**config.mk**
```make
export PLATFORM = sky130hd
export DESIGN_NAME = drone_sim
export DESIGN_NICKNAME = d
export VERILOG_FILES = /design/src/hdl/drone_pkg.sv /design/src/hdl/flight_control.sv /design/src/hdl/pilot_input.sv /design/src/hdl/course_tracker.sv /design/src/hdl/turn_timer.sv /design/src/hdl/drone_sim.sv
export SDC_FILE = /design/constraint.sdc
export NUM_CORES = 1
export LEC_CHECK = 0
export ABC_AREA = 1
export ABC_CLOCK_PERIOD_IN_PS = 4200
export BUFFER_PORTS_ARGS = -buffer_cell sky130_fd_sc_hd__buf_2
export CAP_MARGIN = 5
export CORE_AREA = 3 3 62 64
export CTS_BUF_LIST = sky130_fd_sc_hd__clkbuf_4 sky130_fd_sc_hd__clkbuf_8 sky130_fd_sc_hd__clkbuf_16
export DETAILED_ROUTE_END_ITERATION = 8
export DIE_AREA = 0 0 65 67
export PLACE_DENSITY = 0.73
export SLEW_MARGIN = 20
export SYNTH_ARGS = -nofsm -noshare
export SYNTH_HDL_FRONTEND = slang
export SYNTH_SLANG_ARGS = --single-unit
```
**constraint.sdc**
```tcl
create_clock -name clock -period 4.2 [get_ports clock]
set_clock_uncertainty 0.2 [all_clocks]
set_input_delay 0.63 -clock clock [delete_from_list [all_inputs] [get_ports clock]]
set_output_delay 0.63 -clock clock [all_outputs]
set_load 0.03 [all_outputs]
```
**src/hdl/course_map.mem**
```
// One binary row per course column, column 0 first
// Bits run from lane 3 down to lane 0 and a set bit marks a blocked lane
0000
0000
0100
0000
1000
0000
0001
0000
0100
0010
0000
1000
0000
0001
0000
0100
```
**src/hdl/drone_pkg.sv**
```systemverilog
package drone_pkg;

    // ----------------------------------------
    // Sizes of the course
    // ----------------------------------------

    // Lane 0 is the bottom lane
    typedef logic [1:0] lane_t;
    typedef logic [3:0] column_t;
    // Bit n set means lane n blocked
    typedef logic [3:0] obstacle_row_t;
    // 0 easy, 1 medium, 2 hard
    typedef logic [1:0] difficulty_t;

    localparam lane_t   LANE_START  = 2'd2;
    localparam lane_t   LANE_TOP    = 2'd3;
    localparam column_t LAST_COLUMN = 4'd15;

    localparam difficulty_t LEVEL_EASY   = 2'd0;
    localparam difficulty_t LEVEL_MEDIUM = 2'd1;
    localparam difficulty_t LEVEL_HARD   = 2'd2;

    // ----------------------------------------
    // Turn periods in clock cycles
    // ----------------------------------------
    localparam int TURN_PERIOD_EASY   = 2000;
    localparam int TURN_PERIOD_MEDIUM = 1000;
    localparam int TURN_PERIOD_HARD   = 10;
    // Wide enough for the easy period
    localparam int TURN_COUNT_WIDTH   = 11;

    // Obstacle map, one binary row per column
    localparam string MAP_FILE = "/design/src/hdl/course_map.mem";

    // ----------------------------------------
    // Controller states and buses
    // ----------------------------------------
    typedef enum logic [3:0] {
        idle      = 4'd0,
        prepare   = 4'd1,
        menu      = 4'd2,
        wait_turn = 4'd3,
        advance   = 4'd4,
        check     = 4'd5,
        next_turn = 4'd6,
        crashed   = 4'd7,
        landed    = 4'd8
    } flight_state_e;

    // Controller to datapath
    typedef struct packed {
        logic clear_flight;
        logic count_turn;
        logic clear_turn;
        logic steer_enable;
        logic advance;
        logic pick_level;
    } flight_cmd_t;

    // Datapath to controller
    typedef struct packed {
        logic turn_over;
        logic course_end;
        logic collision;
    } flight_status_t;

endpackage

```
**src/hdl/flight_control.sv**
```systemverilog
`timescale 1ns/1ns

module flight_control
    import drone_pkg::*;
(
    input  logic           clock,
    input  logic           zera_as,
    input  logic           start,
    input  logic           confirm,
    input  flight_status_t status,
    output flight_cmd_t    cmd,
    output logic           won,
    output logic           lost,
    output flight_state_e  phase
);

    flight_state_e state;
    flight_state_e state_next;

    // ----------------------------------------
    // State register
    // ----------------------------------------
    always_ff @(posedge clock or posedge zera_as) begin
        if (zera_as) begin
            state <= idle;
        end else begin
            state <= state_next;
        end
    end

    // Current state visible at the top
    assign phase = state;

    // ----------------------------------------
    // Next state
    // ----------------------------------------
    always_comb begin
        state_next = state;
        case (state)
            // Wait for the player
            idle: begin
                if (start) begin
                    state_next = menu;
                end
            end
            // Difficulty chosen here
            menu: begin
                if (confirm) begin
                    state_next = prepare;
                end
            end
            prepare: state_next = wait_turn;
            // Steering window
            wait_turn: begin
                if (status.turn_over) begin
                    state_next = advance;
                end
            end
            advance: state_next = check;
            // Row of the new column is valid here
            check: begin
                if (status.collision) begin
                    state_next = crashed;
                end else begin
                    state_next = next_turn;
                end
            end
            next_turn: begin
                if (status.course_end) begin
                    state_next = landed;
                end else begin
                    state_next = wait_turn;
                end
            end
            // Outcome held until a new flight
            crashed, landed: begin
                if (start) begin
                    state_next = prepare;
                end
            end
            default: state_next = idle;
        endcase
    end

    // ----------------------------------------
    // Moore outputs
    // ----------------------------------------
    always_comb begin
        cmd              = '0;
        cmd.clear_flight = (state == idle) || (state == prepare);
        cmd.clear_turn   = (state == idle) || (state == prepare) || (state == next_turn);
        // Timer runs only while steering is allowed
        cmd.count_turn   = (state == wait_turn);
        cmd.steer_enable = (state == wait_turn);
        cmd.advance      = (state == advance);
        cmd.pick_level   = (state == menu);
    end

    assign won  = (state == landed);
    assign lost = (state == crashed);

endmodule

```
**src/hdl/pilot_input.sv**
```systemverilog
`timescale 1ns/1ns

module pilot_input
    import drone_pkg::*;
(
    input  logic        clock,
    input  logic        zera_as,
    // Bit 0 up, bit 1 down
    input  logic [1:0]  stick,
    input  flight_cmd_t cmd,
    output lane_t       lane,
    output difficulty_t level
);

    logic [1:0] stick_q0;
    logic [1:0] stick_q1;
    logic [1:0] rise;

    // ----------------------------------------
    // Stick edge detection
    // ----------------------------------------
    // Two stages per line
    always_ff @(posedge clock or posedge zera_as) begin
        if (zera_as) begin
            stick_q0 <= '0;
            stick_q1 <= '0;
        end else begin
            stick_q0 <= stick;
            stick_q1 <= stick_q0;
        end
    end

    // One-cycle pulse per rising edge
    assign rise = stick_q0 & ~stick_q1;

    // ----------------------------------------
    // Lane counter
    // ----------------------------------------
    always_ff @(posedge clock or posedge zera_as) begin
        if (zera_as) begin
            lane <= LANE_START;
        end else if (cmd.clear_flight) begin
            lane <= LANE_START;
        end else if (cmd.steer_enable) begin
            // Up wins over down
            if (rise[0]) begin
                // Saturate at the top lane
                if (lane != LANE_TOP) begin
                    lane <= lane + 2'd1;
                end
            end else if (rise[1]) begin
                // Saturate at the bottom lane
                if (lane != '0) begin
                    lane <= lane - 2'd1;
                end
            end
        end
    end

    // ----------------------------------------
    // Difficulty counter, modulo three
    // ----------------------------------------
    // Cleared only by reset
    always_ff @(posedge clock or posedge zera_as) begin
        if (zera_as) begin
            level <= LEVEL_EASY;
        end else if (cmd.pick_level) begin
            if (rise[0]) begin
                // Hard wraps to easy
                if (level == LEVEL_HARD) begin
                    level <= LEVEL_EASY;
                end else begin
                    level <= level + 2'd1;
                end
            end else if (rise[1]) begin
                // Easy wraps to hard
                if (level == LEVEL_EASY) begin
                    level <= LEVEL_HARD;
                end else begin
                    level <= level - 2'd1;
                end
            end
        end
    end

endmodule

```
**src/hdl/course_tracker.sv**
```systemverilog
`timescale 1ns/1ns

module course_tracker
    import drone_pkg::*;
(
    input  logic        clock,
    input  logic        zera_as,
    input  flight_cmd_t cmd,
    input  lane_t       lane,
    output column_t     column,
    output logic        course_end,
    output logic        collision
);

    obstacle_row_t map_rom [16];
    column_t       rom_addr;
    obstacle_row_t row;

    // ----------------------------------------
    // Column counter
    // ----------------------------------------
    always_ff @(posedge clock or posedge zera_as) begin
        if (zera_as) begin
            column <= '0;
        end else if (cmd.clear_flight) begin
            column <= '0;
        end else if (cmd.advance) begin
            // Steps at the end of the advance cycle
            column <= column + 4'd1;
        end
    end

    // Last column reached
    assign course_end = (column == LAST_COLUMN);

    // ----------------------------------------
    // Course map ROM
    // ----------------------------------------
    initial begin
        $readmemb(MAP_FILE, map_rom);
    end

    // Look one column ahead
    // Registered address, so check sees the new column
    always_ff @(posedge clock) begin
        rom_addr <= column + 4'd1;
    end

    assign row = map_rom[rom_addr];

    // ----------------------------------------
    // Collision decision
    // ----------------------------------------
    // Blocked if the drone lane bit is set
    assign collision = row[lane];

endmodule

```
**src/hdl/turn_timer.sv**
```systemverilog
`timescale 1ns/1ns

module turn_timer
    import drone_pkg::*;
(
    input  logic        clock,
    input  logic        zera_as,
    input  flight_cmd_t cmd,
    input  difficulty_t level,
    output logic        turn_over
);

    logic [TURN_COUNT_WIDTH-1:0] count;
    logic [TURN_COUNT_WIDTH-1:0] count_last;

    // ----------------------------------------
    // Period selection
    // ----------------------------------------
    always_comb begin
        case (level)
            LEVEL_EASY:   count_last = TURN_COUNT_WIDTH'(TURN_PERIOD_EASY - 1);
            LEVEL_MEDIUM: count_last = TURN_COUNT_WIDTH'(TURN_PERIOD_MEDIUM - 1);
            // Hard, and the unused code 3
            default:      count_last = TURN_COUNT_WIDTH'(TURN_PERIOD_HARD - 1);
        endcase
    end

    // ----------------------------------------
    // Wait counter
    // ----------------------------------------
    always_ff @(posedge clock or posedge zera_as) begin
        if (zera_as) begin
            count <= '0;
        end else if (cmd.clear_turn) begin
            count <= '0;
        end else if (cmd.count_turn) begin
            // Wrap at the selected period
            if (count == count_last) begin
                count <= '0;
            end else begin
                count <= count + 1'b1;
            end
        end
    end

    // Last count of the turn
    assign turn_over = (count == count_last);

endmodule

```
**src/hdl/drone_sim.sv**
```systemverilog
`timescale 1ns/1ns

module drone_sim
    import drone_pkg::*;
(
    input  logic          clock,
    input  logic          zera_as,
    input  logic          start,
    // Bit 0 up, bit 1 down
    input  logic [1:0]    stick,
    input  logic          confirm,
    output logic          won,
    output logic          lost,
    output flight_state_e phase,
    output column_t       column,
    output lane_t         lane,
    output difficulty_t   level
);

    flight_cmd_t    cmd;
    flight_status_t status;
    logic           turn_over;
    logic           course_end;
    logic           collision;

    // Status bits gathered for the controller
    assign status = '{turn_over: turn_over, course_end: course_end, collision: collision};

    // ----------------------------------------
    // Controller
    // ----------------------------------------
    flight_control u_flight_control (
        .clock   (clock),
        .zera_as (zera_as),
        .start   (start),
        .confirm (confirm),
        .status  (status),
        .cmd     (cmd),
        .won     (won),
        .lost    (lost),
        .phase   (phase)
    );

    // ----------------------------------------
    // Datapath
    // ----------------------------------------
    pilot_input u_pilot_input (
        .clock   (clock),
        .zera_as (zera_as),
        .stick   (stick),
        .cmd     (cmd),
        .lane    (lane),
        .level   (level)
    );

    course_tracker u_course_tracker (
        .clock      (clock),
        .zera_as    (zera_as),
        .cmd        (cmd),
        .lane       (lane),
        .column     (column),
        .course_end (course_end),
        .collision  (collision)
    );

    turn_timer u_turn_timer (
        .clock     (clock),
        .zera_as   (zera_as),
        .cmd       (cmd),
        .level     (level),
        .turn_over (turn_over)
    );

endmodule

```
## Yosys cells after proc, flatten, opt, wreduce, memory -nomap -nowiden

Index checks and enable logic that the tools add are counted.

- Register bits after elaboration: 27
- Bits in latches: 0
- Memory bits (writable): 0
- Memory bits (read-only): 0
- Output and inout bits: 14
- Memories: 0

- $add $sub $neg: 6
- $mul: 0
- Div/mod/pow operators: 0
- Order comparisons: 1
- Equal/unequal tests: 18
- Shift operators: 0
- Muxes and demuxes: 25
- Bitwise operators: 2
- Reduce and logical (&&, ||, !) cells: 15

Operators with widths:

| operator | number |
|---|---|
| two-way mux 11 bit | 3 |
| one-hot mux 4 bit (8 select lines) | 1 |
| two-way mux 4 bit | 7 |
| one-hot mux 11 bit (2 select lines) | 1 |
| two-way mux 2 bit | 10 |
| equality test 4 x 3 -> 1 bit (second input constant) | 4 |
| adder 11 x 1 -> 11 bit (second input constant) | 1 |
| equality test 11 bit | 1 |
| nonzero test 2 bit | 5 |
| equality test 4 x 2 -> 1 bit (second input constant) | 2 |
| equality test 4 bit (second input constant) | 2 |
| != test 2 bit (second input constant) | 4 |
| AND reduction 4 bit | 2 |
| nonzero test 3 bit | 2 |
| adder 2 x 1 -> 2 bit (second input constant) | 2 |
| adder 4 x 1 -> 4 bit (second input constant) | 1 |
| equality test 4 x 1 -> 1 bit (second input constant) | 1 |
| logical NOT 4 bit | 1 |
| subtractor 2 x 1 -> 2 bit (second input constant) | 2 |
| < comparator 2 x 3 -> 1 bit (second input constant) | 1 |
| != test 3 bit (second input constant) | 1 |
| bitwise AND 2 bit | 1 |
| binary-select mux 1 bit (select 2 bit) | 1 |
| equality test 2 x 1 -> 1 bit (second input constant) | 1 |
| other kinds (8) | 10 |

## Longest topological paths before layout

Gate-level depths: netlist of run 1.

- Word-level depth: 6
- Gate-level depth with buffers: 11
- Depth with buffers taken out: 11

## By module

From an unflattened synthesis of run 1, not the netlist that was laid out.

- Cells, all modules: 275
- Area total of the unflattened synthesis: 1873.0 µm²

Modules (own cells, without submodules):

| module | instances | cells each | area each (µm²) |
|---|---|---|---|
| turn_timer | 1 | 119 | 795.8 |
| pilot_input | 1 | 63 | 452.9 |
| flight_control | 1 | 64 | 397.9 |
| course_tracker | 1 | 29 | 226.5 |

## Worst setup path after synthesis of run 1

No wires, ideal clock.

- Kind: flip-flop to output port
- Start: register u_flight_control.state[0] (netlist: u_flight_control.phase[0])
- End: output won
- Arrival time: 1.260 ns
- Required time: 3.370 ns
- Path slack: 2.110 ns
- Stages on the path, launching flop included: 4
- Path buffers: 0
- Cell sequence: dfrtp_1 nor2_1 nand2_1 nor2_1

- Cells in the longest elaborated chain, start to end: 1

Ends and longest elaborated chain:

| item | RTL line | RTL |
|---|---|---|
| start, declared | flight_control.sv:17 | `flight_state_e state;` |
| start signal, assigned | flight_control.sv:25 | `state <= idle;` |
| start signal, assigned | flight_control.sv:27 | `state <= state_next;` |
| equality test 4 bit | flight_control.sv:99 | `assign won = (state == landed);` |
| end, declared | drone_sim.sv:12 | `output logic won,` |

Every way passes these cells.

## Final worst setup path of run 1

Ends and elaborated chain as after synthesis.

==> results of run 1 <==
-- routing by layer --
metal	share of wire	wire (microns)	vias up
met5	0	0	-
met4	0.011	37	0
met3	0.036	121	4
met2	0.46	1530	27
met1	0.49	1650	668
li1	-	-	747
-- cells in the final DEF (no fill, tap or decap), drive strengths merged --
master and n:
nand3 19, buf 19, a31oi 2, o22ai 3
clkinv 2, nand2 64, nor2 29, clkbuf 4
ha 7, o21ai 12, inv 32, a21oi 6
dfstp 1, nor3 5, xnor2 1, o211ai 2
nand4 5, xor2 4, dfrtp 26
-- state kept, by name, indices dropped and copies added, names as in the netlist --
signal                   count
u_turn_timer.count          11
u_course_tracker.column      4
u_flight_control.phase       4
u_pilot_input.lane           2
u_pilot_input.level          2
u_pilot_input.stick_q0       2
u_pilot_input.stick_q1       2
-- final timing paths --
check | to | depth (start not counted)
max | won | 4
min in group clock | u_pilot_input.stick_q0[1] | 1
min | u_course_tracker.column[2] | 2
max reg2reg | u_flight_control.phase[0] | 11
max in group asynchronous | u_pilot_input.level[0] | 2
min reg2reg | u_pilot_input.stick_q1[1] | 0
-- power breakdown --
| group | internal (mW) | total [mW] | switching [mW] |
|---|---|---|---|
| combinational | 0.164 | 0.541 | 0.377 |
| sequential | 0.305 | 0.365 | 0.0605 |
| clock | 0.0437 | 0.121 | 0.0776 |
| total | 0.512 | 1.03 | 0.515 |
-- critical path, stage by stage, from the launching register on --
cell	delay, ns
dfrtp_1	0.52
nor2_1	0.19
nand2_1	0.08
nor2_1	0.12
buf_2	0.21
-- area by class of cell --
cell class,count,area share
clock buffers,4,0.0165
inverters,34,0.0702
repair buffers,19,0.0523
flip-flops and latches,27,0.372
well taps,46,0.0316
multi-input cells,159,0.457
-- cells in the mapped netlist --
master / number
dfstp_2: 1
xor2_1: 4
nand2_1: 60
nand4_1: 4
xnor2_1: 1
inv_2: 4
o22ai_1: 3
o211ai_1: 2
a21oi_1: 6
nand3_2: 1
nand4_4: 1
buf_6: 1
dfrtp_1: 26
inv_1: 29
a31oi_1: 2
nand2_2: 4
o21ai_1: 2
nor2_1: 22
o21ai_0: 10
nor3_1: 4
clkinv_1: 1
nor3_4: 1
nor2_2: 6
nand3_1: 18
ha_1: 7
nor2_4: 1
-- kinds of logic after synthesis --
family,Yosys count,synth area share
and+or+nand+nor,122,0.342
xor gates and xnor gates,5,0.0266
AOI/OAI and AO/OA,25,0.0828
DFF,27,0.411
adders and majority gates,7,0.0531
buffers and inverters,35,0.0843
-- stage by stage --
stage                     setup slack (ns)  hold slack, ns  cells  utilization  power (mW)
final                                 1.91           0.169    289        0.545        1.03
after detailed placement              2.25           0.174    285        0.536       0.915
after global placement                2.26           0.159    285        0.536       0.911
after global routing                  1.78           0.173    289        0.545        1.13
after floorplan                       2.11           0.154    221            -       0.792
after CTS                             1.89           0.181    289        0.545        1.04
==> impl_metrics.json, run 1 <==
{
  "netlist_area_sq_um": 1650,
  "clk_pin_slew_ns": 0.15,
  "hold_path.class": "in2async",
  "crit_type": "reg2out",
  "first_global_vias": 1397,
  "io_buffers": 19,
  "syn_nets": 234,
  "drc": 0,
  "drv_cap": 0,
  "yosysTopAreaCell": "dfrtp_1",
  "die_w_microns": 65,
  "cts_setup_buffers": 0,
  "final_cell_area_sq_um": 1820,
  "fin_crit_ns": 2.29,
  "synthCells": 221,
  "num_vias": 1446,
  "cellPowerDensity_nw_per_um2": 565,
  "use_met2": 0.304,
  "wirelength_microns": 3340,
  "cts_max_level": 1,
  "ir_drop_uv": 261,
  "layout.area.seq_sq_um": 677,
  "clk_latency_ns": 0.33,
  "num_antenna_cells": 0,
  "grt_antenna_before_repair": 0,
  "synthToLayoutAreaGrowth_pct": 10.4,
  "synth-seq-cells": 27,
  "use_met1": 0.236,
  "cts_max_path_buffers": 2,
  "fin_setup_tns_ns": 0,
  "yosysUniqueCellTypes": 26,
  "final_nets": 257,
  "cts_root_buffer": "clkbuf_4",
  "cts_tree": "built",
  "gr-usage-met3": 0.0219,
  "grt_pass1_wl_microns": 6180,
  "place_congestion": 0.897,
  "max_clock_freq_ghz": 0.436,
  "rsz0062_at_grt": "false",
  "ctsResizeCount": 0,
  "startpoint_type": "flip-flop",
  "r2r_start": "u_pilot_input.level[1]",
  "clock-sinks": 27,
  "cts_made_buffers": 3,
  "setup_viol_count_final": 0,
  "multi_input_area_sq_um": 832,
  "critPathLaunch": "u_flight_control.phase[0]",
  "grt.busiest_layer": "met2",
  "io_pins": 20,
  "worstPathRequired_ns": 3.37,
  "placed_area_sq_um": 1790,
  "grt_max_degree": 28,
  "avgSynthCellArea_sq_um": 7.46,
  "design.core.area_sq_um": 3340,
  "p_leak_nw": 0.958,
  "slew_headroom": 0.368,
  "synth-seq-area-share": 0.411,
  "slew_viol_final": 0,
  "critPathCaptureType": "primary output",
  "drt-wirelength-per-cell_microns": 11.5,
  "hold_buffers": 0,
  "grt-ovfl-total": 0,
  "worst_pin_slew_ns": 0.942,
  "num_rows": 21,
  "die-height_microns": 67,
  "arrival_ns": 1.46,
  "first_pass_iters": 4,
  "postRouteAntennaNets": 0,
  "die-area_sq_um": 4360,
  "synthTopCellsByArea": "dfrtp_1 39%, nand2_1 14%, inv_1 6.6%",
  "vias_per_cell": 5.00,
  "synth.top_cell.area_share": 0.395,
  "initial_core_util": 0.494,
  "yosys_warnings": 0,
  "r2r_slack_ns": 2.26,
  "dp_hpwl_microns": 2630,
  "fin_crit_sh": 0.545,
  "hold_viol": 0,
  "grt_use_total": 0.180,
  "drive_above_1_share": 0.173,
  "crit_fanout": 8,
  "status": "finished clean",
  "initialDrtViolationCount": 67,
  "fillers": 352
}
(Power assumes the default switching activity.)
==> inputs of run 2 (changes only) <==
--- a/config.mk
+++ b/config.mk
@@ -6,14 +6,14 @@
 export NUM_CORES = 1
 export LEC_CHECK = 0
 export ABC_AREA = 1
-export ABC_CLOCK_PERIOD_IN_PS = 4200
+export ABC_CLOCK_PERIOD_IN_PS = 2100
 export BUFFER_PORTS_ARGS = -buffer_cell sky130_fd_sc_hd__buf_2
 export CAP_MARGIN = 5
 export CORE_AREA = 3 3 62 64
 export CTS_BUF_LIST = sky130_fd_sc_hd__clkbuf_4 sky130_fd_sc_hd__clkbuf_8 sky130_fd_sc_hd__clkbuf_16
 export DETAILED_ROUTE_END_ITERATION = 8
 export DIE_AREA = 0 0 65 67
-export PLACE_DENSITY = 0.73
+export PLACE_DENSITY = 0.76
 export SLEW_MARGIN = 20
 export SYNTH_ARGS = -nofsm -noshare
 export SYNTH_HDL_FRONTEND = slang
==> constraint.sdc (replaced) <==
create_clock -name clock -period 2.1 [get_ports clock]
set_clock_uncertainty 0.2 [all_clocks]
set_input_delay 0.315 -clock clock [delete_from_list [all_inputs] [get_ports clock]]
set_output_delay 0.315 -clock clock [all_outputs]
set_load 0.03 [all_outputs]
==> run 2 against run 1 <==
  * Largest power group unchanged
  * Utilization is 2.4 points higher
  * Sequential share of layout area is 1.4 points lower
  * Total power is 110% higher
  * Wire length is 2.8% higher
  * Sequential cell count stayed put
  * Via count is 3.1% higher
  * Clock-buffer cell count is 1 lower
  * Largest cell class unchanged
  * Critical path depth stayed put
  * Sequential power is 100% higher
  * Final cell count is 2.4% higher
  * Clock power is 93% higher
==> impl_metrics.json, run 2 (synthesis gave the netlist of run 1 again) <==
{
  "wirelength_microns": 3430,
  "clk_pin_slew_ns": 0.16,
  "slowest_delay_ns": 0.51,
  "fillers": 311,
  "num_antenna_cells": 0,
  "grt_use_total": 0.179,
  "fin_cells": 296,
  "top_register": "u_turn_timer.count",
  "dpl.cell_count": 289,
  "p_int_mw": 1.07,
  "ir_drop_uv": 736,
  "fin_setup_tns_ns": 0,
  "crit_fanout": 8,
  "max_clock_freq_ghz": 0.506,
  "hold_viol": 0,
  "clock-sinks": 27,
  "dr_wl_met2_microns": 1640,
  "cp_num_buf_inv": 1,
  "critical_path.top_delay_family": "flip-flops",
  "num_rows": 21,
  "final_nets": 264,
  "drv_cap": 0,
  "r2r_cells": 10,
  "fin_crit_ns": 1.98,
  "cts_root_buffer": "clkbuf_4",
  "p_leak_nw": 0.988,
  "vias_per_cell": 5.04,
  "initial_core_util": 0.494,
  "dr.max_layer_used": "met4",
  "worstPathRequired_ns": 1.58,
  "largest_register_ffs": 11,
  "io_pins": 20,
  "die-area_sq_um": 4360,
  "critPathCaptureType": "primary output",
  "initialDrtViolationCount": 109,
  "crit_type": "reg2out",
  "cts_max_path_buffers": 2,
  "slew_viol_final": 0,
  "grt_antenna_before_repair": 0,
  "clk_latency_ns": 0.33,
  "design.core.area_sq_um": 3340,
  "path_common_cell": "nor2_1",
  "layout_common_cells": "60 x nand2_1, 28 x inv_1, 24 x dfrtp_1",
  "hold_ws_ns": 0.197,
  "path_cells": "nor2_1 -> nand2_1 -> nor2_1 -> buf_2",
  "drt-wirelength-per-cell_microns": 11.6,
  "setup_viol_count_final": 0,
  "r2r_slack_ns": 0.20,
  "wl_met3_microns": 168,
  "cts_tree": "built",
  "postRouteAntennaNets": 0,
  "grt_pass1_wl_microns": 6180,
  "final_util": 0.569,
  "status": "finished clean",
  "die_w_microns": 65,
  "worst_pin_slew_ns": 0.336,
  "startpoint_type": "flip-flop",
  "layout_commonest_cell": "nand2_1",
  "io_buffers": 19,
  "arrival_ns": 1.46,
  "comb_power_share": 0.544,
  "wl_met1_microns": 1600,
  "cts_made_buffers": 3,
  "first_pass_iters": 4,
  "hold_depth": 0,
  "synthToLayoutAreaGrowth_pct": 15.3,
  "drc": 0,
  "hold_path.class": "reg2reg",
  "die-height_microns": 67,
  "drive_above_1_share": 0.200,
  "swShare": 0.500,
  "dp_hpwl_microns": 2650,
  "slew_headroom": 0.776,
  "cp.depth": 4,
  "cts_max_level": 1,
  "rsz0062_at_grt": "false",
  "p_switching_mw": 1.07,
  "grt_max_degree": 28,
  "fin_crit_sh": 0.941,
  "cellPowerDensity_nw_per_um2": 1130,
  "num_vias": 1491,
  "grt-ovfl-total": 0,
  "seqPwrFrac": 0.347,
  "first_global_vias": 1451,
  "slowest_stage": "dfrtp_1",
  "place_congestion": 0.885,
  "clkPwrFrac": 0.110
}
-- run 2: cell types whose count changed in the layout (fill, tap and decap cells not counted), moves of 2 or more --
cell           delta
dfrtp_1           -2
dlygate4sd3_1     +3
dfrtp_2           +2
buf_4             +4
-- run 2: layer usage --
layer / GRT usage / up-vias
li1: - / 759
met1: 0.234 / 687
met2: 0.313 / 41
met3: 0.0253 / 4
met4: 0.0422 / 0
met5: 0 / -
-- run 2: power groups by stage --
stage	clock network [mW]	registers, mW	logic, mW
after global placement	0	0.735	1.12
after CTS	0.241	0.727	1.14
final	0.234	0.742	1.16
after floorplan	0	0.853	0.731
after detailed placement	0	0.736	1.14
after global routing	0.251	0.761	1.32
-- run 2: final cells by class --
class / instances / area (sq um) / area share
clock buffers: 3 / 22.5 / 0.0119
clock inverters: 1 / 7.51 / 0.00395
inverters: 34 / 128 / 0.0672
multi-input cells: 159 / 850 / 0.447
flip-flops and latches: 27 / 679 / 0.358
well taps: 46 / 57.6 / 0.0303
repair buffers: 26 / 155 / 0.0817
-- run 2: worst register-to-register path, delay by kind of cell, from the launching register on --
| family | cells | cell delay, ns |
|---|---|---|
| and+or+nand+nor | 8 | 0.84 |
| buffers and inverters | 1 | 0.10 |
| DFF | 1 | 0.46 |
| adders and majority gates | 1 | 0.21 |
-- run 2: path summary, 6_finish.rpt --
kind	start	endpoint
worst min register to register	u_pilot_input.stick_q0[1]	u_pilot_input.stick_q1[1]
worst max-delay path	u_flight_control.phase[1]	won
min in group asynchronous	zera_as	u_pilot_input.stick_q0[1]
max in group asynchronous	zera_as	u_pilot_input.lane[1]
worst max register to register	u_pilot_input.level[0]	u_flight_control.phase[0]
worst min-delay path	u_pilot_input.stick_q0[1]	u_pilot_input.stick_q1[1]
-- run 2: timing repair --
action | in CTS | in global routing
endpoints found under the hold margin | 28 | 0
resized for setup | 0 | 6
endpoints found under the setup margin | 0 | 12
hold buffers | 3 | 0
setup buffers | 0 | 0
-- run 2: per-stage QoR --
step / area, sq um / worst slack, ns / power [mW]
after floorplan: 1650 / 0.209 / 1.58
after global placement: 1820 / 0.166 / 1.86
after detailed placement: 1820 / 0.122 / 1.87
after CTS: 1880 / 0.0851 / 2.11
after global routing: 1900 / 0.0175 / 2.33
final: 1900 / 0.124 / 2.14
==> inputs of run 3 (changes only) <==
--- a/config.mk
+++ b/config.mk
@@ -9,10 +9,10 @@
 export ABC_CLOCK_PERIOD_IN_PS = 2100
 export BUFFER_PORTS_ARGS = -buffer_cell sky130_fd_sc_hd__buf_2
 export CAP_MARGIN = 5
-export CORE_AREA = 3 3 62 64
+export CORE_AREA = 3 3 65 61
 export CTS_BUF_LIST = sky130_fd_sc_hd__clkbuf_4 sky130_fd_sc_hd__clkbuf_8 sky130_fd_sc_hd__clkbuf_16
 export DETAILED_ROUTE_END_ITERATION = 8
-export DIE_AREA = 0 0 65 67
+export DIE_AREA = 0 0 68 64
 export PLACE_DENSITY = 0.76
 export SLEW_MARGIN = 20
 export SYNTH_ARGS = -nofsm -noshare
==> run 3 against run 2 <==
  * Non-clock buffer count fell by 2
  * Combinational power down 3%
  * Critical path depth did not move
  * Global-route usage is 0.81 points lower
  * Utilization fell by 0.69 points
==> impl_metrics.json, run 3 (synthesis gave the netlist of run 1 again) <==
{
  "status": "finished clean",
  "path_cells": "nor2_1 -> nand2_1 -> nor2_1 -> buf_2",
  "drc": 0,
  "crit_fanout": 8,
  "ir_drop_uv": 556,
  "design.core.area_sq_um": 3350,
  "slew_viol_final": 0,
  "path_common_cell": "nor2_1",
  "dp_hpwl_microns": 2660,
  "vias_per_cell": 5.03,
  "clock-sinks": 27,
  "fin_crit_ns": 1.92,
  "initialDrtViolationCount": 65,
  "arrival_ns": 1.40,
  "cellPowerDensity_nw_per_um2": 1140,
  "cts_made_buffers": 3,
  "fin_crit_sh": 0.912,
  "wirelength_microns": 3380,
  "cts_max_path_buffers": 2,
  "synthToLayoutAreaGrowth_pct": 14.4,
  "grt_max_degree": 28,
  "crit_type": "reg2out",
  "final_nets": 262,
  "max_clock_freq_ghz": 0.522,
  "postRouteAntennaNets": 0,
  "clk_latency_ns": 0.27,
  "rsz0062_at_grt": "false",
  "layout_common_cells": "60 x nand2_1, 29 x inv_1, 26 x dfrtp_1",
  "grt-ovfl-total": 0,
  "startpoint_type": "flip-flop",
  "fin_setup_tns_ns": 0,
  "hold_ws_ns": 0.193,
  "slowest_delay_ns": 0.50,
  "worstPathRequired_ns": 1.58,
  "cts_setup_buffers": 0,
  "clkPwrFrac": 0.137,
  "largest_register_ffs": 11,
  "comb_power_share": 0.521,
  "grt_use_total": 0.171,
  "drv_cap": 0,
  "slowest_stage": "dfrtp_1",
  "clk_pin_slew_ns": 0.09,
  "slew_headroom": 0.717,
  "cts_max_level": 1,
  "setup_viol_count_final": 0,
  "place_congestion": 0.882,
  "cts_root_buffer": "clkbuf_8",
  "initial_core_util": 0.491,
  "grt_pass1_wl_microns": 5790,
  "seqPwrFrac": 0.342,
  "p_int_mw": 1.10,
  "die_w_microns": 68,
  "num_rows": 20,
  "drive_above_1_share": 0.181,
  "die-area_sq_um": 4350,
  "layout_commonest_cell": "nand2_1",
  "cts_tree": "built",
  "first_pass_iters": 4,
  "die-height_microns": 64,
  "grt_antenna_before_repair": 0,
  "critPathCaptureType": "primary output",
  "num_vias": 1469,
  "top_register": "u_turn_timer.count",
  "hold_path.class": "reg2reg",
  "p_leak_nw": 0.991,
  "drt-wirelength-per-cell_microns": 11.6,
  "io_buffers": 19,
  "first_global_vias": 1312,
  "swShare": 0.489,
  "io_pins": 20,
  "num_antenna_cells": 0,
  "worst_pin_slew_ns": 0.423,
  "hold_viol": 0,
  "p_switching_mw": 1.05
}
run 3: cell type report:
type | count | area, sq um
clock buffers | 3 | 41.3
clock inverters | 1 | 5.00
fillers | 354 | 1470
inverters | 34 | 128
multi-input cells | 159 | 840
flip-flops and latches | 27 | 677
well taps | 44 | 55.1
repair buffers | 24 | 140
run 3: per-stage QoR:
step	std cells	setup slack (ns)	util	cell area, sq um	total power [mW]
after floorplan	221	0.209	-	1650	1.58
after global routing	292	0.0161	0.562	1890	2.33
after CTS	292	0.105	0.560	1880	2.16
final	292	0.185	0.562	1890	2.15
after global placement	285	0.206	0.537	1800	1.83
after detailed placement	285	0.116	0.537	1800	1.85
run 3: critical path: cells and delay by family, from the launching register on:
family,cells,cell delay [ns]
simple gates,3,0.40
buf+inv,1,0.22
flops,1,0.50
run 3: final timing paths:
kind                       slack, ns                      start                        end  cells after the start
hold reg to reg                 0.19  u_pilot_input.stick_q0[1]  u_pilot_input.stick_q1[1]                      0
setup reg to reg                0.20     u_pilot_input.level[1]  u_flight_control.phase[0]                     11
setup / recovery                0.18  u_flight_control.phase[0]                        won                      4
hold / removal                  0.19  u_pilot_input.stick_q0[1]  u_pilot_input.stick_q1[1]                      0
max in group asynchronous       0.97                    zera_as      u_pilot_input.lane[1]                      4
min in group asynchronous       0.43                    zera_as  u_pilot_input.stick_q0[1]                      4
run 3: power groups by stage:
| stage | logic, mW | clock network [mW] | registers (mW) |
|---|---|---|---|
| global placement | 1.09 | 0 | 0.737 |
| CTS | 1.12 | 0.307 | 0.732 |
| floorplan | 0.731 | 0 | 0.853 |
| finish | 1.12 | 0.294 | 0.733 |
| global route | 1.25 | 0.327 | 0.752 |
| detailed placement | 1.11 | 0 | 0.741 |
run 3: layer usage:
| layer | global-route usage | vias to the layer above | wire length, microns |
|---|---|---|---|
| li1 | - | 759 | - |
| met1 | 0.235 | 672 | 1620 |
| met2 | 0.272 | 35 | 1570 |
| met3 | 0.0422 | 3 | 155 |
| met4 | 0.0347 | 0 | 22 |
| met5 | 0 | - | 0 |
run 3: what timing repair did:
item | in CTS | in global routing
endpoints found under the setup margin | 0 | 4
resized for setup | 0 | 2
hold endpoints to repair | 28 | 0
hold buffers | 3 | 0
